<file path="config.mk">
export PLATFORM = sky130hd
export DESIGN_NAME = data_port_ctrl
export DESIGN_NICKNAME = d
export VERILOG_FILES = /design/src/common/mem_pkg.sv /design/src/memory/data_port_ctrl.sv
export VERILOG_INCLUDE_DIRS = /design/src /design/src/common
export SDC_FILE = /design/constraint.sdc
export NUM_CORES = 1
export LEC_CHECK = 0
export BUFFER_PORTS_ARGS = -buffer_cell sky130_fd_sc_hd__buf_2
export CORE_AREA = 4 4 83 85
export CTS_CLUSTER_DIAMETER = 30
export DETAILED_ROUTE_END_ITERATION = 8
export DIE_AREA = 0 0 87 89
export GPL_TIMING_DRIVEN = 0
export PLACE_DENSITY = 0.68
export SYNTH_ARGS = -nofsm -noshare
export SYNTH_HDL_FRONTEND = slang
export SYNTH_SLANG_ARGS = --single-unit
</file>
<file path="constraint.sdc">
create_clock -name clk -period 1.4 [get_ports clk]
set_input_delay 0.14 -clock clk [delete_from_list [all_inputs] [get_ports clk]]
set_output_delay 0.14 -clock clk [all_outputs]
set_load 0.005 [all_outputs]
</file>
<file path="src/common/mem_macros.svh">
`ifndef MEM_MACROS_SVH
`define MEM_MACROS_SVH

// Bus and storage word width in bits.
`define WORD_BITS 32

// RAM size in bytes. A power of two, so byte addresses wrap on the low bits.
`define MEM_BYTES 16384

// Byte address of the first IO register.
`define IO_BASE 10240

// Number of IO registers. The window ends just below IO_BASE + 4 * IO_WORDS.
`define IO_WORDS 8

`endif

</file>
<file path="src/common/mem_pkg.sv">
`default_nettype none

`include "mem_macros.svh"

package mem_pkg;

    //////////////////////////////
    // Storage and bus words
    //////////////////////////////

    typedef union packed {
        logic [`WORD_BITS-1:0]          word;   // Whole word.
        logic [`WORD_BITS/8-1:0][7:0]   bytes;  // Byte lanes with lane 0 in bits 7:0.
    } mem_word_u;

    //////////////////////////////
    // Data port
    //////////////////////////////

    typedef struct packed {
        logic                           valid;
        logic                           write;
        logic [`WORD_BITS-1:0]          addr;   // Byte address.
        logic [`WORD_BITS-1:0]          wdata;  // Little-endian bus order.
        logic [`WORD_BITS/8-1:0]        be;     // One enable per bus byte.
    } data_req_t;

    typedef struct packed {
        logic [`WORD_BITS-1:0]          rdata;
        logic                           ready;  // Write accepted at this edge.
    } data_rsp_t;

endpackage

`default_nettype wire

</file>
<file path="src/memory/data_port_ctrl.sv">
`timescale 1ns/1ps
`default_nettype none

`include "mem_macros.svh"

module data_port_ctrl (
    input  logic                            clk,
    input  logic                            reset,
    input  mem_pkg::data_req_t              d_req,
    output mem_pkg::data_rsp_t              d_rsp,
    output logic [$clog2(`MEM_BYTES)-3:0]   ram_word,
    input  mem_pkg::mem_word_u              ram_rd,
    output logic                            ram_wen,
    output logic [$clog2(`IO_WORDS)-1:0]    io_index,
    input  mem_pkg::mem_word_u              io_rd,
    output logic                            io_wen,
    output mem_pkg::mem_word_u              wword
);

    localparam int ADDR_BITS = $clog2(`MEM_BYTES);
    localparam int IDX_BITS  = $clog2(`IO_WORDS);
    localparam int NBYTES    = `WORD_BITS / 8;

    localparam logic [ADDR_BITS-1:0] IO_LO = ADDR_BITS'(`IO_BASE);
    localparam logic [ADDR_BITS-1:0] IO_HI = ADDR_BITS'(`IO_BASE + 4 * `IO_WORDS);

    logic [ADDR_BITS-1:0]   byte_addr;
    logic [ADDR_BITS-1:0]   io_offset;
    logic                   in_io;
    logic                   io_sel_q;
    logic                   wr_req;
    logic                   full_be;
    logic                   armed;
    logic                   ready;
    mem_pkg::mem_word_u     old_word;
    mem_pkg::mem_word_u     new_word;

    // Converts between bus order and stored order in either direction.
    function automatic mem_pkg::mem_word_u swap_lanes(input mem_pkg::mem_word_u w);
        mem_pkg::mem_word_u s;
        for (int i = 0; i < NBYTES; i++) begin
            s.bytes[i] = w.bytes[NBYTES-1-i];
        end
        return s;
    endfunction

    //////////////////////////////
    // Address decode
    //////////////////////////////

    assign byte_addr = d_req.addr[ADDR_BITS-1:0];  // Wraps modulo the RAM size.
    assign io_offset = byte_addr - IO_LO;
    assign in_io     = (byte_addr >= IO_LO) && (byte_addr < IO_HI);
    assign ram_word  = byte_addr[ADDR_BITS-1:2];
    assign io_index  = io_offset[IDX_BITS+1:2];

    // Read data arrives a cycle later, so the select has to follow it.
    always_ff @(posedge clk) begin
        if (reset) begin
            io_sel_q <= 1'b0;
        end else begin
            io_sel_q <= in_io;
        end
    end

    //////////////////////////////
    // Write sequencer
    //////////////////////////////

    assign wr_req  = d_req.valid && d_req.write;
    assign full_be = &d_req.be;
    assign ready   = wr_req && (full_be || armed);

    // A partial write spends one cycle armed while the old word is read,
    // then commits. Dropping the request or committing returns to idle.
    always_ff @(posedge clk) begin
        if (reset) begin
            armed <= 1'b0;
        end else begin
            armed <= wr_req && !full_be && !armed;
        end
    end

    //////////////////////////////
    // Data path
    //////////////////////////////

    always_comb begin
        old_word = swap_lanes(io_sel_q ? io_rd : ram_rd);
        for (int i = 0; i < NBYTES; i++) begin
            new_word.bytes[i] = d_req.be[i] ? d_req.wdata[8*i +: 8] : old_word.bytes[i];
        end
    end

    assign wword   = swap_lanes(new_word);
    assign ram_wen = ready && !in_io;
    assign io_wen  = ready && in_io;

    assign d_rsp.rdata = old_word.word;
    assign d_rsp.ready = ready;

endmodule

`default_nettype wire

</file>
# Word level (Yosys, flattened, before mapping)

Index checks and enable logic that the tools add are counted.

Output and inout port bits: 82
Register bits: 2
Input bits: 136
Word-level logic and storage cells: 22

Multiplexer cells: 5
Reduce and logical (&&, ||, !) cells: 12
Add/subtract/negate cells: 1
$lt $le $gt $ge: 2

Operators with widths:

| operator                                                            | number |
|---|---|
| 32-bit two-way mux                                                  | 1 |
| 8-bit two-way mux                                                   | 4 |
| 14-bit greater-or-equal comparator (second input constant)          | 1 |
| 14-bit less-than comparator (second input constant)                 | 1 |
| 1-bit logical AND                                                   | 7 |
| 5-bit by 1-bit subtractor with 5-bit output (second input constant) | 1 |
| 4-bit AND reduction                                                 | 1 |
| 1-bit logical NOT                                                   | 3 |
| 1-bit logical OR                                                    | 1 |

# Longest topological paths before layout

Gate-level depths: netlist of run 1.

Depth after elaboration: 4
Mapped depth: 5
Depth with buffers taken out: 3

# Least setup slack after synthesis of run 1

OpenSTA, ideal clock, no wires.

Path type: flip-flop to output port
Start: reg io_sel_q
End: out wword[0] in the netlist's numbering
Path buffers: 2
Arrival: 1145 ps
Setup slack: 115 ps
Cell stages (with the launch flop): 5
Required time: 1260 ps
Cells stage by stage: dfxtp_1 -> buf_6 -> buf_12 -> mux2_4 -> mux2_2

RTL lines:

| what                   | RTL line             | text |
|---|---|---|
| from (decl)            | data_port_ctrl.sv:30 | `logic io_sel_q;` |
| from (signal assigned) | data_port_ctrl.sv:62 | `io_sel_q <= in_io;` |
| to (decl)              | data_port_ctrl.sv:17 | `output mem_pkg::mem_word_u wword` |

==> impl_results.md, run 1 <==
* Dpl cell area at 2200 sq um
* Clock sink count at 2
* Flop2flop setup slack at 0.66 ns
* Max FO, Critical Path at 10
* Worst r2r src: armed
* Critical Path End: wword[24]
* Leakage at 1.36 nW
* Status: finished with violations
* Worst skew pair latency at 0.21 ns
* Setup CP Type: flip-flop to output port
* Crit path time final at 1.66 ns
* CTS tree: done
* Dpl cells at 368
* TritonCTS buffer count at 3
* Peak supply drop at 0.311 mV
* Worst rel slew slack at 78.5%
* Synthesized netlist cell count at 101
* Hold Buf Count CTS at 0
* First-pass GRT wire length at 6770 microns
* Initial antenna violation count at 0
* Rows at 29
* # DRC at 0
* Final Slew Violations at 0
* Die X at 87 microns
* Reg2reg path depth at 2
* Worst Setup SP: io_sel_q
* GRT Total Usage at 10.9%
* Yosys warnings at 0
* Final WL at 4980 microns
* FF-to-FF End: armed
* Drt pass-1 iters at 2
* Final setup violation count at 33
* Antenna Nets Post-Route at 0
* Failing checks: negative setup slack
* Arrival @ worst endpoint at 1.52 ns
* Area growth from synthesis to layout at 110%
* WP data required at 1.26 ns
* Nets@finish at 435
* Core area at 6200 sq um
* Max-cap viol count at 0
* Final cell area excluding filler cells at 2410 sq um
* DP Wirelength at 4390 microns
* Critical Path Sink Type: output port
* Pin count of the biggest net entering global routing at 11
* GPL Wtd Cong at 0.727
* Syn nets at 237
* #FFs+latches synth at 2
* Fraction of layout cells with a size suffix above 1 at 96.0%
* Drt initial violations at 5
* Routed vias at 1514
* Antenna cells at 0
* Total grt overflow at 0
* Synth cell types at 16
* Io pins at 218
* Final hold vios at 0
* Place WS at -0.0730 ns
* Mapped cell area at 1150 sq um
* Pwr Density at 372 nW/um^2
* Vias in the first global route at 1515
* Starting density of the core at 18.5%
* Port bufs at 190
* WL per Instance at 13.3 microns
* Final worst slack at -0.261 ns
* DIE AREA at 7740 sq um
* Clk pin slew, worst setup/hold paths at 0.03 ns
* Fill count at 634
* Synthesized area per cell at 11.4 sq um
* RSZ-0062 raised after global routing: true
* Hold Crit Start: reset
* Startpoint Class: flip-flop
* Peak Freq at 0.602 GHz
* Maximum root-to-sink buffer count at 2
* Slew @ Worst Pin at 0.318 ns
* Non-filler cells, final at 374
* Seq/Total Area, Yosys at 3.49%
* Worst min path class: input pin to flip-flop
* Total power draw at 0.898 mW
* Final Skew at 0 ns
* Die height at 89 microns
* Final Cycle Share at 119%
* H-tree depth at 1
* CTS root buffer: clkbuf_8
* Vias/cell at 4.05
flip-flops by register name, summed over array words and instances, names as in the netlist:
signal,flops
armed,1
io_sel_q,1
cell type report:
class                   instances  area, sq um  share of cell area, %
repair buffers                193         1100                   45.6
flip-flops and latches          2         41.3                   1.71
plain buffers                  24          215                   8.92
well taps                      77         96.3                   3.99
clock buffers                   3         41.3                   1.71
inverters                       1         3.75                  0.156
multi-input cells              74          916                   37.9
synthesized netlist by cell type:
library cell  number  share of area [%]
nand2_1            1               0.33
mux2_4            30                 39
a41o_1             1               0.87
buf_6              1               0.98
nor2b_1            1               0.55
nor3_1             2               0.87
inv_1              1               0.33
buf_4             16                 10
buf_2              4                1.7
mux2_2            34                 33
nor4b_1            1               0.76
nand3_1            1               0.44
nand4b_1           1               0.76
buf_12             3                5.2
nor2_1             2               0.65
dfxtp_1            2                3.5
cells by family after synthesis:
| kind of cell | share of synthesized area (%) |
|---|---|
| AO/OA/AOI/OAI | 0.871 |
| buffers and inverters | 18.7 |
| flip-flops | 3.49 |
| multiplexers | 72.5 |
| AND/OR/NAND/NOR | 4.36 |
power by group:
group	total, mW	leakage, nW	switching (mW)	internal (mW)
logic	0.610	1.33	0.200	0.410
clock network	0.228	0.0216	0.0465	0.182
registers	0.0591	0.0168	0.000398	0.0587
total	0.898	1.36	0.247	0.651
critical path: stages (launching register included):
cell	delay (ns)
dfxtp_2	0.32
buf_8	0.13
buf_12	0.15
mux2_4	0.31
mux2_2	0.28
buf_6	0.12
what timing repair did:
item	CTS	global route
buffers inserted	3	1
resized for setup	12	18
setup endpoints to repair	62	64
how the worst min path moves through the flow:
| stage | depth (start not counted) | slack, ns | endpoint |
|---|---|---|---|
| after floorplan | 1 | 0.21 | io_sel_q |
| after global placement | 2 | 0.32 | io_sel_q |
| after detailed placement | 2 | 0.33 | io_sel_q |
| after CTS | 2 | 0.1 | io_sel_q |
| after global routing | 2 | 0.12 | armed |
| final | 2 | 0.10 | io_sel_q |
cells in the final DEF, fill, tap and decap left out, drive strengths merged:
cell / n
inv: 1
nand4b: 1
a41o: 1
dfxtp: 2
nor4b: 1
mux2: 64
nand2: 1
nor2b: 1
buf: 217
nor3: 2
clkbuf: 3
nand3: 1
nor2: 2
per-stage QoR:
step | hold WS (ns) | TNS (ns) | utilization [%]
floorplan | 0.212 | 0 | -
global placement | 0.324 | -1.27 | 35.4
detailed placement | 0.327 | -1.41 | 35.4
CTS | 0.0993 | -8.21 | 37.3
global route | 0.123 | -10.41 | 38.9
finish | 0.102 | -7.69 | 38.9
per-layer routing:
layer,vias to the layer above,share of wire (%),global-route usage (%)
li1,747,-,-
met2,94,55,20.6
met4,0,0.36,2.12
met5,-,0,0
met1,671,34,12.7
met3,2,9.9,2.03
Note: power is estimated with default switching activity, not from simulation.
==> inputs of run 2 (changes only) <==
--- a/config.mk
+++ b/config.mk
@@ -6,13 +6,14 @@
 export SDC_FILE = /design/constraint.sdc
 export NUM_CORES = 1
 export LEC_CHECK = 0
+export ABC_AREA = 1
 export BUFFER_PORTS_ARGS = -buffer_cell sky130_fd_sc_hd__buf_2
-export CORE_AREA = 4 4 83 85
+export CORE_AREA = 4 4 82 84
 export CTS_CLUSTER_DIAMETER = 30
 export DETAILED_ROUTE_END_ITERATION = 8
-export DIE_AREA = 0 0 87 89
+export DIE_AREA = 0 0 86 88
 export GPL_TIMING_DRIVEN = 0
-export PLACE_DENSITY = 0.68
+export PLACE_DENSITY = 0.72
 export SYNTH_ARGS = -nofsm -noshare
 export SYNTH_HDL_FRONTEND = slang
 export SYNTH_SLANG_ARGS = --single-unit
==> impl_results.md, run 2 <==
* Total grt overflow at 0 (unchanged)
* Non-filler cells, final at 529 (+41%)
* Syn nets at 390 (+65%)
* Arrival @ worst endpoint at 1.28 ns (-0.24 ns)
* Largest stage delay on the critical path at 0.36 ns (+0.04 ns)
* Nets@finish at 592 (+36%)
* Worst skew pair latency at 0.21 ns (about the same)
* Regs by FF count: armed x1, io_sel_q x1
* Dpl cell area at 2330 sq um (+6.2%)
* Routed vias at 2186 (+44%)
* Core area at 5920 sq um (-4.6%)
* Synth cell types at 12 (-4)
* Final Cycle Share at 101% (-18 points)
* Async set or reset register ratio after synthesis at 0% (unchanged)
* Top cell type's share of synthesized area at 38.8% (-0.44 points)
* DIE AREA at 7570 sq um (-2.3%)
* Status: finished with violations
* Minimum hold slack at 0.0931 ns (-0.00858 ns)
* RSZ-0062 raised after global routing: true
* Buf/Inv on CP at 3 (unchanged)
* WL per Instance at 11.6 microns (-12%)
* CTS tree: done
* Clk pin slew, worst setup/hold paths at 0.03 ns (about the same)
* Critical Path Slowest Stage Cell: dfxtp_4
* Max FO, Critical Path at 10 (unchanged)
* Final worst slack at -0.0154 ns (+0.246 ns)
* Critical Path Sink Type: output port
* CTS root buffer: clkbuf_8
* Die height at 88 microns (-1.1%)
* Final setup violation count at 3 (-91%)
* Final Skew at 0 ns (unchanged)
* WP data required at 1.26 ns (about the same)
* Antenna cells at 0 (unchanged)
* Synthesized area per cell at 5.07 sq um (-55%)
* Seq/Total Area, Yosys at 3.11% (-0.38 points)
* Critical path, cell by cell: buf_12 -> buf_12 -> o21ai_4 -> nand2_1 -> nand2_1 -> buf_2
* Delay-heaviest family, CP: buffers and inverters
* DP Wirelength at 5090 microns (+16%)
* Commonest non-fill, non-tap cell in the layout: buf_2
* Io pins at 218 (unchanged)
* Pin count of the biggest net entering global routing at 11 (unchanged)
* Worst rel slew slack at 83.2% (+4.7 points)
* Peak supply drop at 0.275 mV (-11%)
* Crit path time final at 1.42 ns (-0.246 ns)
* Die X at 86 microns (-1.1%)
* Antenna Nets Post-Route at 0 (unchanged)
* Synthesized netlist cell count at 254 (+150%)
* GRT Total Usage at 14.7% (+3.8 points)
* #FFs+latches synth at 2 (unchanged)
* EDFF count, synth at 0 (unchanged)
* Area growth from synthesis to layout at 103%
* Pwr Density at 329 nW/um^2 (-12%)
* Final Slew Violations at 0 (unchanged)
* Mapped cell area at 1290 sq um (+12%)
* Most frequent cells in the layout: 190 x buf_2, 125 x nand2_1, 45 x inv_1, 25 x buf_4, 23 x o21ai_2
* Ys flop type: dfxtp_1
* Port bufs at 190 (unchanged)
* Setup CP Type: flip-flop to output port
* Leakage at 1.70 nW (+24%)
* Vias/cell at 4.13 (+2.1%)
* Vias in the first global route at 2106 (+39%)
* H-tree depth at 1 (unchanged)
* Startpoint Class: flip-flop
* Fill count at 618 (-2.5%)
* Peak Freq at 0.707 GHz (+17%)
* Drt initial violations at 35 (+30)
* Rows at 28 (-3.4%)
* Worst min path class: input pin to flip-flop
* Most frequent cell after synthesis: nand2_1
* Fraction of layout cells with a size suffix above 1 at 59.5% (-36 points)
* Clock sink count at 2 (unchanged)
* Failing checks: negative setup slack
* Hold Buf Count CTS at 0 (unchanged)
* Area contributors post-synth: nand2_1 39%, o21ai_2 22%, inv_1 13%, buf_4 12%, buf_6 5.2%
* GPL Wtd Cong at 0.847 (+16%)
* Final hold vios at 0 (unchanged)
* Maximum root-to-sink buffer count at 2 (unchanged)
* Initial antenna violation count at 0 (unchanged)
* TritonCTS buffer count at 3 (unchanged)
* Slew @ Worst Pin at 0.251 ns (-0.0662 ns)
* Synth area leader: nand2_1
* Dpl cells at 519 (+41%)
* Yosys warnings at 0 (unchanged)
* # DRC at 0 (unchanged)
* First-pass GRT wire length at 9170 microns (+35%)
* Starting density of the core at 21.7% (+3.2 points)
* Drt pass-1 iters at 4 (+2)
* Final WL at 6160 microns (+24%)
* Final cell area excluding filler cells at 2620 sq um (+8.3%)
* Max-cap viol count at 0 (unchanged)
* Synth cell count leaders: 133 x nand2_1, 45 x inv_1, 32 x o21ai_2
[run 2: cell types whose count changed in the layout (fill, tap and decap cells not counted), sizes merged, moves of 7 or more]
cell and change:
nand2 +134, buf +7, inv +44, o21ai +33, mux2 -64, nor2 +7
[run 2: cells by family (layout without fill, tap and decap cells)]
kind of cell | after synthesis | count (layout) | share of synthesized area [%]
AO/OA/AOI/OAI | 33 | 33 | 22.2
buffers and inverters | 72 | 272 | 31.2
flip-flops | 2 | 2 | 3.11
AND/OR/NAND/NOR | 147 | 147 | 43.5
[run 2: cell type report]
class,instances,area (sq um),area share (%)
Buffer,27,275,10.5
Clock buffer,3,41.3,1.58
Inverter,45,169,6.46
Multi-Input combinational cell,180,948,36.3
Sequential cell,2,43.8,1.67
Tap cell,75,93.8,3.59
Timing Repair Buffer,197,1040,39.9
[run 2: path summary, 6_finish.rpt]
kind | startpoint | end | slack [ns] | depth (start not counted)
max | io_sel_q | wword[27] | -0.02 | 6
min reg2reg | armed | armed | 0.57 | 3
min | reset | io_sel_q | 0.09 | 2
max reg2reg | armed | armed | 0.76 | 3
[run 2: timing repair]
| item | in CTS | in global routing |
|---|---|---|
| setup endpoints to repair | 5 | 33 |
| resized for setup | 19 | 15 |
| buffers inserted | 4 | 1 |
| gates cloned | 2 | 0 |
| pin swaps | 4 | 4 |
[run 2: per-layer routing]
layer,GRT usage (%),wire (microns)
met1,15.9,2280
met2,29.3,3300
met3,2.35,546
met4,3.45,35
met5,0,0
[run 2: metrics by stage]
step	setup slack, ns	util [%]	TNS, ns	power [mW]
floorplan	0.401	-	0	0.294
finish	-0.0154	44.2	-0.0263	0.860
global route	-0.0889	44.2	-1.80	0.950
global placement	0.169	39.4	0	0.605
CTS	-0.0221	42.9	-0.0912	0.862
detailed placement	0.154	39.4	0	0.613
[run 2: power by group]
group / total, mW / internal, mW / switching, mW
Sequential: 0.0572 / 0.0568 / 0.000344
Combinational: 0.575 / 0.313 / 0.261
Clock: 0.228 / 0.182 / 0.0459
Total: 0.860 / 0.552 / 0.308
