**config.mk**
```make
export PLATFORM = sky130hd
export DESIGN_NAME = io_window
export DESIGN_NICKNAME = d
export VERILOG_FILES = /design/src/common/mem_pkg.sv /design/src/memory/io_window.sv
export VERILOG_INCLUDE_DIRS = /design/src /design/src/common
export SDC_FILE = /design/constraint.sdc
export NUM_CORES = 1
export LEC_CHECK = 0
export BUFFER_PORTS_ARGS = -buffer_cell sky130_fd_sc_hd__buf_4
export CORE_ASPECT_RATIO = 1.2
export CORE_UTILIZATION = 61
export CTS_CLUSTER_DIAMETER = 200
export CTS_CLUSTER_SIZE = 8
export DETAILED_ROUTE_END_ITERATION = 16
export GPL_ROUTABILITY_DRIVEN = 1
export GPL_TIMING_DRIVEN = 0
export PLACE_DENSITY = 0.81
export SLEW_MARGIN = 10
export SYNTH_ARGS = -nofsm -noshare
export SYNTH_HDL_FRONTEND = slang
export SYNTH_SLANG_ARGS = --single-unit
```
**constraint.sdc**
```tcl
create_clock -name clk -period 2.8 [get_ports clk]
set_clock_uncertainty 0.2 [all_clocks]
set_input_delay 0.56 -clock clk [delete_from_list [all_inputs] [get_ports clk]]
set_output_delay 0.56 -clock clk [all_outputs]
set_load 0.005 [all_outputs]
```
**src/common/mem_macros.svh**
```systemverilog
`ifndef MEM_MACROS_SVH
`define MEM_MACROS_SVH

// Bus and storage word width in bits.
`define WORD_BITS 32

// RAM size in bytes. A power of two, so byte addresses wrap on the low bits.
`define MEM_BYTES 16384

// Byte address of the first IO register.
`define IO_BASE 10240

// Number of IO registers. The window ends just below IO_BASE + 4 * IO_WORDS.
`define IO_WORDS 8

`endif

```
**src/common/mem_pkg.sv**
```systemverilog
`default_nettype none

`include "mem_macros.svh"

package mem_pkg;

    //////////////////////////////
    // Storage and bus words
    //////////////////////////////

    typedef union packed {
        logic [`WORD_BITS-1:0]          word;   // Whole word.
        logic [`WORD_BITS/8-1:0][7:0]   bytes;  // Byte lanes with lane 0 in bits 7:0.
    } mem_word_u;

    //////////////////////////////
    // Data port
    //////////////////////////////

    typedef struct packed {
        logic                           valid;
        logic                           write;
        logic [`WORD_BITS-1:0]          addr;   // Byte address.
        logic [`WORD_BITS-1:0]          wdata;  // Little-endian bus order.
        logic [`WORD_BITS/8-1:0]        be;     // One enable per bus byte.
    } data_req_t;

    typedef struct packed {
        logic [`WORD_BITS-1:0]          rdata;
        logic                           ready;  // Write accepted at this edge.
    } data_rsp_t;

endpackage

`default_nettype wire

```
**src/memory/io_window.sv**
```systemverilog
`timescale 1ns/1ps
`default_nettype none

`include "mem_macros.svh"

module io_window (
    input  logic                            clk,
    input  logic                            reset,
    input  logic [$clog2(`IO_WORDS)-1:0]    index,
    output mem_pkg::mem_word_u              rdata,
    input  logic                            wen,
    input  mem_pkg::mem_word_u              wword
);

    localparam int MSG_LEN = 6;
    localparam logic [8*MSG_LEN-1:0] MSG = "HELLO\n";

    mem_pkg::mem_word_u regs [`IO_WORDS];

    //////////////////////////////
    // Register bank
    //////////////////////////////

    // Reset loads a length word followed by one character per word. Each
    // value sits in the top lane, the first byte of the stored image.
    always_ff @(posedge clk) begin
        if (reset) begin
            for (int i = 0; i < `IO_WORDS; i++) begin
                regs[i] <= '0;
            end
            regs[0].bytes[3] <= 8'(MSG_LEN);
            for (int i = 0; i < MSG_LEN; i++) begin
                regs[i + 1].bytes[3] <= MSG[8*(MSG_LEN-1-i) +: 8];
            end
        end else if (wen) begin
            regs[index] <= wword;
        end
    end

    //////////////////////////////
    // Read port
    //////////////////////////////

    always_ff @(posedge clk) begin
        rdata <= regs[index];  // Same latency as the RAM data port.
    end

endmodule

`default_nettype wire

```
### Word level (Yosys, flattened, before mapping)

Memory sizes are Yosys's and may differ from the RTL's. A register that Yosys moved wholly into a read port is not among the register bits.
Index checks and enable logic that the tools add are counted.

* input bits: 38
* bits in registers: 0
* logic and storage cells: 24
* memories: 1
* bits in writable memories: 256

* reductions and logical operators: 1
* bitwise logic cells: 7
* mux-type cells: 15

Memory list
* regs: depth 8, bits a word 32, rd ports 1, clocked after Yosys merged registers in 1, wr ports 8, RTL line io_window.sv:18 `` mem_pkg::mem_word_u regs [`IO_WORDS]; ``

Operators with widths (count)
* $mux 8: 7
* $mux 32: 1
* $reduce_or 32->1: 1
* $or 1x1->1: 7
* $mux 1: 5
* $mux 3: 1
* $mux 2: 1

### Depth between registers and ports, before layout

Gate-level depths: netlist of run 1.

* word-level depth: 5
* mapped depth: 6
* mapped depth without buffers: 3

### Least setup slack after synthesis of run 1

OpenSTA, ideal clock, no wires.

* path kind: input to register
* start point: input port index[2]
* end point: memory regs[0][0] (netlist name), enable pin
* arrival: 1823 ps
* stages: 4
* buffers on the path: 1
* path slack: 402 ps
* cell sequence: buf_6 or3b_4 nor3_4 or2_2

RTL lines
* from (decl): RTL line io_window.sv:9 `` input logic [$clog2(`IO_WORDS)-1:0] index, ``
* to (decl): RTL line io_window.sv:18

==> run summary, run 1 <==
DRT
---------------------------------------------------------------------------------------
Post-route DRC violation count                                                        0
Number of violations reported at the end of detailed-routing iteration 0            736
Vias after detailed routing                                                        6955
Post-detailed-route via-to-cell ratio                                             6.058
Routed WL per cell                                                             25.14 um
Total iterations of the first detailed-routing run                                    5
Number of nets still failing antenna checks after routing                             0
Total detailed-routing wirelength                                              28860 um

CLOCKING
---------------------------------------------------------------------------------------
Buffer levels on the longest clock path                                               3
Reg clk slew, reported paths                                                    0.05 ns
Sink count of the clock tree                                                        288
Total clock buffers created by CTS                                                   41
Cts hold-fix bufs                                                                     0
CTS H-tree lvls                                                                       2
# Post-CTS Setup Buffers                                                              0
TritonCTS clock tree                                                                yes
Latest clock arrival within the worst-skew pair                                 0.51 ns
Number of gates resized after cts                                                     0
Clk Tree Root Cell                                                            clkbuf_16

WORST HOLD PATH
---------------------------------------------------------------------------------------
WHS Endpoint                                                               regs[7][16]$_SDFFCE_PN0P_
Cell count of the worst hold path                                                     2
Hold WC Path Type                                                                in2reg
Hold Crit Start                                                               wword[16]

OUTCOME
---------------------------------------------------------------------------------------
Run status                                                                    completed

PWR
---------------------------------------------------------------------------------------
Maximum vdd drop                                                              0.5252 mV
Leakage component of the power                                                 5.245 nW
Int Power                                                                      8.200 mW
Logic pwr share                                                                   0.072
Switching power share of the total                                               0.2126
Power density over the cells                                               733.4 mW/mm^2
Net switching power                                                            2.214 mW
Clk network pwr share                                                             0.440
Part of the power in registers                                                    0.488

TIMING
---------------------------------------------------------------------------------------
Final critical-path required period                                            2.688 ns
Slew @ Worst Pin                                                               1.130 ns
Final slew viol count                                                                 0
Hold_ws                                                                       0.1728 ns
Post-layout worst setup margin                                                0.1116 ns
Setup repair after global routing missed its margin                                  no
Final setup fails                                                                     0
Ratio of final minimum period to clock period                                    0.9602
Normalized max-slew margin                                                       0.2469
Max Clk Rate                                                                  372.0 MHz
Aggregate negative setup slack                                                     0 ns
Count of final hold-check violations                                                  0

SYNTHESIS
---------------------------------------------------------------------------------------
Synthesized net count                                                               783
Most common cell in the synthesized netlist                                    edfxtp_1
Area share of the largest cell type after synthesis                              0.6317
EDFF count, synth                                                                   256
Cell area after synthesis                                                  0.01217 mm^2
Biggest area contributors in the synthesized netlist                       edfxtp_1 63%, and2_1 12%, mux4_2 12%
Cell count after synthesis                                                          745
Top flip-flop cell by instance count after synthesis                           edfxtp_1
Count of warnings emitted by yosys                                                    0
Register area share after synthesis                                              0.6844
Top cells by instance count after synthesis                                256 x edfxtp_1, 236 x and2_1, 63 x mux4_2
Post-synthesis sequential element count                                             288
Avg Inst Size Synth                                                          16.33 um^2
Number of different library cells in the post-synthesis netlist                      28
Post-synth top area cell                                                       edfxtp_1
Asr flop ratio synth                                                                  0

GLOBAL ROUTE
---------------------------------------------------------------------------------------
Most Crowded Layer GR                                                              met2
GR met2 Demand/Resource                                                          0.5029
GRT Resource Usage Total                                                         0.2980
Wire length of the first global-routing pass                                   42560 um
Vias in the first global route                                                     7254
GRT overflow                                                                          0
Pin count of the biggest net entering global routing                                 33
Antenna violations before repair                                                      0
Met3 capacity usage during global routing                                       0.05915
Met1 demand-to-capacity share in global routing                                  0.3733

FLOORPLANNING
---------------------------------------------------------------------------------------
Vertical die dimension                                                         156.7 um
Initial core utilization                                                         0.6225
Boundary Pins                                                                        70
Die Footprint                                                              0.02052 mm^2
Row count                                                                            56
Die X-Extent                                                                   130.9 um
Area of the placeable core                                                 0.01955 mm^2

LAYOUT
---------------------------------------------------------------------------------------
Multi-input combinational cell area                                        0.003593 mm^2
Count of antenna diodes in the layout                                                 0
Layout cell share with drive strength beyond 1                                   0.2593
Syn-to-layout area delta                                                         16.69%
Sequential cell area                                                       0.008328 mm^2
Number of fill cells in the layout                                                 1143
Non-filler instance count after layout                                             1148
Number of nets in the final layout                                                  893

PLACED DESIGN
---------------------------------------------------------------------------------------
Number of instances in the placed design                                           1073
PortBufs                                                                             67
Final HPWL from detailed placement                                             16550 um
Worst setup timing slack at the placement stage                              -0.3536 ns
GP Congestion                                                                    0.8462

WORST SETUP PATH
---------------------------------------------------------------------------------------
Logic depth of the worst register-to-register path                                    2
Kind of critical path                                                            in2reg
Endpoint type of the worst setup path                                          register
Top fanout value on the critical path                                                32
Register-to-register path setup slack                                           1.31 ns
Worst setup SP type                                                          input port
Endpoint arrival time on the critical path                                      2.61 ns
Critical path data required time                                                2.72 ns
Endpoint of the most critical register-to-register path                    rdata[25]$_DFF_P_
RR Startpoint                                                              regs[5][25]$_SDFFCE_PN1P_

JOB
---------------------------------------------------------------------------------------
Total of max-cap violations                                                           0

[sequential cells by signal (all words and copies together) (netlist names)]
name   count
regs     256
rdata     32
[critical path, stage by stage]
cell and delay, ns:
buf_4 0.12, buf_2 0.18, nand2b_1 0.38, nor2_4 0.44, or2_2 0.91
[routing by layer]
layer,up-vias,share of wire
li1,2952,-
met5,-,0
met2,416,0.51
met3,69,0.080
met1,3518,0.37
met4,0,0.034
[logic make-up (layout without fill, tap and decap cells)]
kind of cell / count (synthesis) / in the layout / share of synthesized area
DFF: 288 / 288 / 0.6844
muxes: 80 / 80 / 0.1322
and+or+nand+nor: 312 / 312 / 0.1531
buffers and inverters: 49 / 191 / 0.02036
AOI/OAI and AO/OA: 16 / 16 / 0.009973
[final cells by class]
cell class	count	area share
Sequential cell	288	0.5865
Multi-Input combinational cell	408	0.2531
Buffer	47	0.01692
Timing Repair Buffer	67	0.03542
Tap cell	261	0.02300
Inverter	2	0.0005287
Clock buffer	74	0.08397
Clock inverter	1	0.0006168
[power by group through the flow]
stage / Combinational, mW / Clock (mW) / Sequential, mW
6_report: 0.747 / 4.58 / 5.09
5_1_grt: 0.793 / 4.77 / 5.11
4_1_cts: 0.748 / 4.58 / 5.09
3_5_place_dp: 0.740 / 0 / 5.16
3_3_place_gp: 0.718 / 0 / 5.13
2_1_floorplan: 0.409 / 0 / 5.13
[metrics by stage]
step	power [mW]	area (um^2)	util
after floorplan	5.539	12170	-
after global placement	5.847	13000	0.6649
after detailed placement	5.899	13000	0.6649
after CTS	10.41	14200	0.7264
after global routing	10.67	14200	0.7264
final	10.41	14200	0.7264
[cell usage in the layout, fill, tap and decap left out, types with 2 or more instances in the layout]
cell type  synthesis  layout
edfxtp_1         256     256
nor2_4             4       4
nand2_1           47      47
a21o_1            13      13
or3_1              7       7
buf_1              5       5
clkbuf_1          17      48
buf_4              3      70
buf_6              4       4
nand2b_1           2       2
mux4_2            63      63
nand3b_1           2       2
mux2_2            16      16
clkbuf_2          12      12
or2_2              8       8
buf_2              6       6
and2_1           236     236
dfxtp_1           32      32
nor2_1             3       3
clkbuf_16          0      43
[worst max path at each step]
stage | start | endpoint | slack [ns] | cells after the start
final | index[1] | regs[5][24]$_SDFFCE_PN1P_ | 0.11 | 5
after global routing | reset | regs[7][24]$_SDFFCE_PN0P_ | 0.06 | 5
after CTS | index[1] | regs[5][28]$_SDFFCE_PN0P_ | 0.15 | 5
after detailed placement | index[1] | regs[5][16]$_SDFFCE_PN0P_ | -0.35 | 5
after global placement | index[1] | regs[5][13]$_SDFFCE_PN0P_ | -0.29 | 5
after floorplan | index[2] | regs[0][0]$_SDFFCE_PN0P_ | 0.40 | 4
(Power assumes the default switching activity.)
==> inputs of run 2 (changes only) <==
--- a/config.mk
+++ b/config.mk
@@ -8,13 +8,14 @@
 export LEC_CHECK = 0
 export BUFFER_PORTS_ARGS = -buffer_cell sky130_fd_sc_hd__buf_4
 export CORE_ASPECT_RATIO = 1.2
-export CORE_UTILIZATION = 61
+export CORE_UTILIZATION = 30
 export CTS_CLUSTER_DIAMETER = 200
 export CTS_CLUSTER_SIZE = 8
 export DETAILED_ROUTE_END_ITERATION = 16
 export GPL_ROUTABILITY_DRIVEN = 1
 export GPL_TIMING_DRIVEN = 0
-export PLACE_DENSITY = 0.81
+export PLACE_DENSITY = 0.46
+export SETUP_SLACK_MARGIN = 0.2
 export SLEW_MARGIN = 10
 export SYNTH_ARGS = -nofsm -noshare
 export SYNTH_HDL_FRONTEND = slang
==> run 2 against run 1 <==
  * Clock-buffer cell count is 1 lower
  * Die area is 100% higher
  * Maximum frequency is 6.2% higher
  * Largest cell class unchanged
  * Largest power group unchanged
==> run summary, run 2 (synthesis gave the netlist of run 1 again) <==
WORST SETUP PATH
---------------------------------------------------------------------------------------
Logic depth of the worst register-to-register path                                    2   unchanged
Cell type group with the largest total delay on the critical path          simple AND/OR/NAND/NOR gates
Buf+Inv Stages, Crit Path                                                             1   -1
Critical-path cell with the highest stage delay                                   or2_2
Largest incremental delay on the critical path                                  1.00 ns   +0.09 ns
Register-to-register path setup slack                                           1.32 ns   about the same
Endpoint of the most critical register-to-register path                    rdata[12]$_DFF_P_
Worst setup SP type                                                          input port
RR Startpoint                                                              regs[5][12]$_SDFFCE_PN0P_
Top fanout value on the critical path                                                32   unchanged
Kind of critical path                                                            in2reg
Number of logic stages on the critical path including buffering                       4   -1
Ordered list of cells on the worst path                                    buf_6, or3b_4, nor3_4, or2_2
Endpoint arrival time on the critical path                                      2.48 ns   -0.13 ns
Critical path data required time                                                2.75 ns   +0.03 ns
Endpoint type of the worst setup path                                          register

TIMING
---------------------------------------------------------------------------------------
Normalized max-slew margin                                                       0.1929   -0.05404
Ratio of final minimum period to clock period                                    0.9043   -0.05584
Post-layout worst setup margin                                                0.2679 ns   +0.1563 ns
Final critical-path required period                                            2.532 ns   -0.1563 ns
Final slew viol count                                                                 0   unchanged
Count of final hold-check violations                                                  0   unchanged
Slew @ Worst Pin                                                               1.211 ns   +0.08107 ns
Final setup fails                                                                     0   unchanged
Setup repair after global routing missed its margin                                  no
Aggregate negative setup slack                                                     0 ns   unchanged
Max Clk Rate                                                                  394.9 MHz   +6.2%

LAYOUT
---------------------------------------------------------------------------------------
Non-filler instance count after layout                                             1419   +24%
Most common library cell in the layout ignoring fill and taps                  edfxtp_1
Largest regs                                                               regs x256, rdata x32
Number of flip-flops under the largest register name                                256   unchanged
Count of antenna diodes in the layout                                                 0   unchanged
Most flop-heavy register                                                           regs
Highest-count cells in the layout ignoring fill and taps                   256 x edfxtp_1, 236 x and2_1, 70 x buf_4
Syn-to-layout area delta                                                         19.56%
Layout cell share with drive strength beyond 1                                   0.2596   +0.0002927
Number of fill cells in the layout                                                 3870   +240%
Final core utilization                                                           0.3652   -0.3612
Number of nets in the final layout                                                  893   unchanged

DRT
---------------------------------------------------------------------------------------
Number of nets still failing antenna checks after routing                             0   unchanged
Routed WL per cell                                                             23.01 um   -8.4%
Number of violations reported at the end of detailed-routing iteration 0            381   -48%
Vias after detailed routing                                                        6444   -7.3%
Post-route DRC violation count                                                        0   unchanged
Total iterations of the first detailed-routing run                                    4   -1
Post-detailed-route via-to-cell ratio                                             4.541   -25%
Total detailed-routing wirelength                                              32660 um   +13%

PLACED DESIGN
---------------------------------------------------------------------------------------
Final HPWL from detailed placement                                             18800 um   +14%
GP Congestion                                                                    0.6990   -17%
Worst setup timing slack at the placement stage                              -0.5443 ns   -0.1907 ns
Number of instances in the placed design                                           1345   +25%
PortBufs                                                                             67   unchanged

JOB
---------------------------------------------------------------------------------------
Total of max-cap violations                                                           0   unchanged

GLOBAL ROUTE
---------------------------------------------------------------------------------------
Vias in the first global route                                                     6880   -5.2%
Antenna violations before repair                                                      1   +1
GRT overflow                                                                          0   unchanged
Pin count of the biggest net entering global routing                                 33   unchanged
Wire length of the first global-routing pass                                   47420 um   +11%
GRT Resource Usage Total                                                         0.1636   -0.1345

FLOORPLANNING
---------------------------------------------------------------------------------------
Initial core utilization                                                         0.3055   -0.3170
Die Footprint                                                              0.04138 mm^2   +100%
Boundary Pins                                                                        70   unchanged
Die X-Extent                                                                   185.9 um   +42%
Area of the placeable core                                                 0.03984 mm^2   +100%
Vertical die dimension                                                         222.6 um   +42%
Row count                                                                            80   +43%

OUTCOME
---------------------------------------------------------------------------------------
Run status                                                                    completed

PWR
---------------------------------------------------------------------------------------
Leakage component of the power                                                 5.244 nW   about the same
Total power after layout                                                       10.50 mW   +0.78%
Power density over the cells                                               721.4 mW/mm^2   -1.6%
Maximum vdd drop                                                              0.4075 mV   -22%

CLOCKING
---------------------------------------------------------------------------------------
Total clock buffers created by CTS                                                   41   unchanged
Reg clk slew, reported paths                                                    0.05 ns   about the same
TritonCTS clock tree                                                                yes
Clk Tree Root Cell                                                            clkbuf_16
CTS H-tree lvls                                                                       2   unchanged
Latest clock arrival within the worst-skew pair                                 0.54 ns   +0.03 ns
Cts hold-fix bufs                                                                     0   unchanged
Buffer levels on the longest clock path                                               3   unchanged
# Post-CTS Setup Buffers                                                              0   unchanged
Sink count of the clock tree                                                        288   unchanged

WORST HOLD PATH
---------------------------------------------------------------------------------------
WHS Endpoint                                                               regs[0][12]$_SDFFCE_PN0P_
Cell count of the worst hold path                                                     2   unchanged
Hold Crit Start                                                               wword[12]
Hold WC Path Type                                                                in2reg

## run 2: cell types whose count changed in the layout (fill, tap and decap cells not counted), sizes merged
| cell | before | now |
|---|---|---|
| clkbuf | 103 | 102 |
## run 2: cell type report
cell class / count / area [um^2] / share of cell area
inverters: 2 / 7.507 / 0.0005160
multi-input cells: 408 / 3606 / 0.2478
well taps: 533 / 666.9 / 0.04584
clock inverters: 1 / 8.758 / 0.0006020
repair buffers: 67 / 503.0 / 0.03457
flip-flops and latches: 288 / 8328 / 0.5724
plain buffers: 47 / 240.2 / 0.01651
clock buffers: 73 / 1189 / 0.08170
## run 2: worst register-to-register path: cells and delay by family (launching register included)
family / cells / cell delay, ns
flip-flops: 1 / 0.36
multiplexers: 2 / 0.79
## run 2: routing by layer
metal | part of all wire | GRT usage
met1 | 0.42 | 0.2100
met2 | 0.51 | 0.2811
met3 | 0.049 | 0.02819
met4 | 0.021 | 0.04548
met5 | 0.00028 | 0
## run 2: timing repair
item,in CTS,in global routing
setup endpoints to repair,64,96
cloned,0,0
hold endpoints to repair,0,0
gates resized for setup,2,3
## run 2: how the worst max path moves through the flow
stage               startpoint                         to  slack (ns)
floorplan             index[2]   regs[0][0]$_SDFFCE_PN0P_        0.40
global placement      index[1]   regs[5][0]$_SDFFCE_PN0P_       -0.54
detailed placement    index[1]  regs[5][16]$_SDFFCE_PN0P_       -0.54
CTS                   index[1]   regs[1][0]$_SDFFCE_PN0P_        0.23
global route          index[2]  regs[0][24]$_SDFFCE_PN0P_        0.24
finish                index[2]   regs[0][0]$_SDFFCE_PN0P_        0.27
## run 2: stage by stage
stage          area (um^2)  hold WS (ns)
3_5_place_dp         13340        0.4405
5_1_grt              14550        0.1573
6_report             14550        0.1511
4_1_cts              14540        0.1376
2_1_floorplan        12170        0.3971
3_3_place_gp         13340        0.4377
## run 2: power breakdown
group | internal [mW] | total (mW) | switching, mW
clock | 2.84 | 4.66 | 1.82
combinational | 0.357 | 0.767 | 0.410
sequential | 4.99 | 5.07 | 0.0734
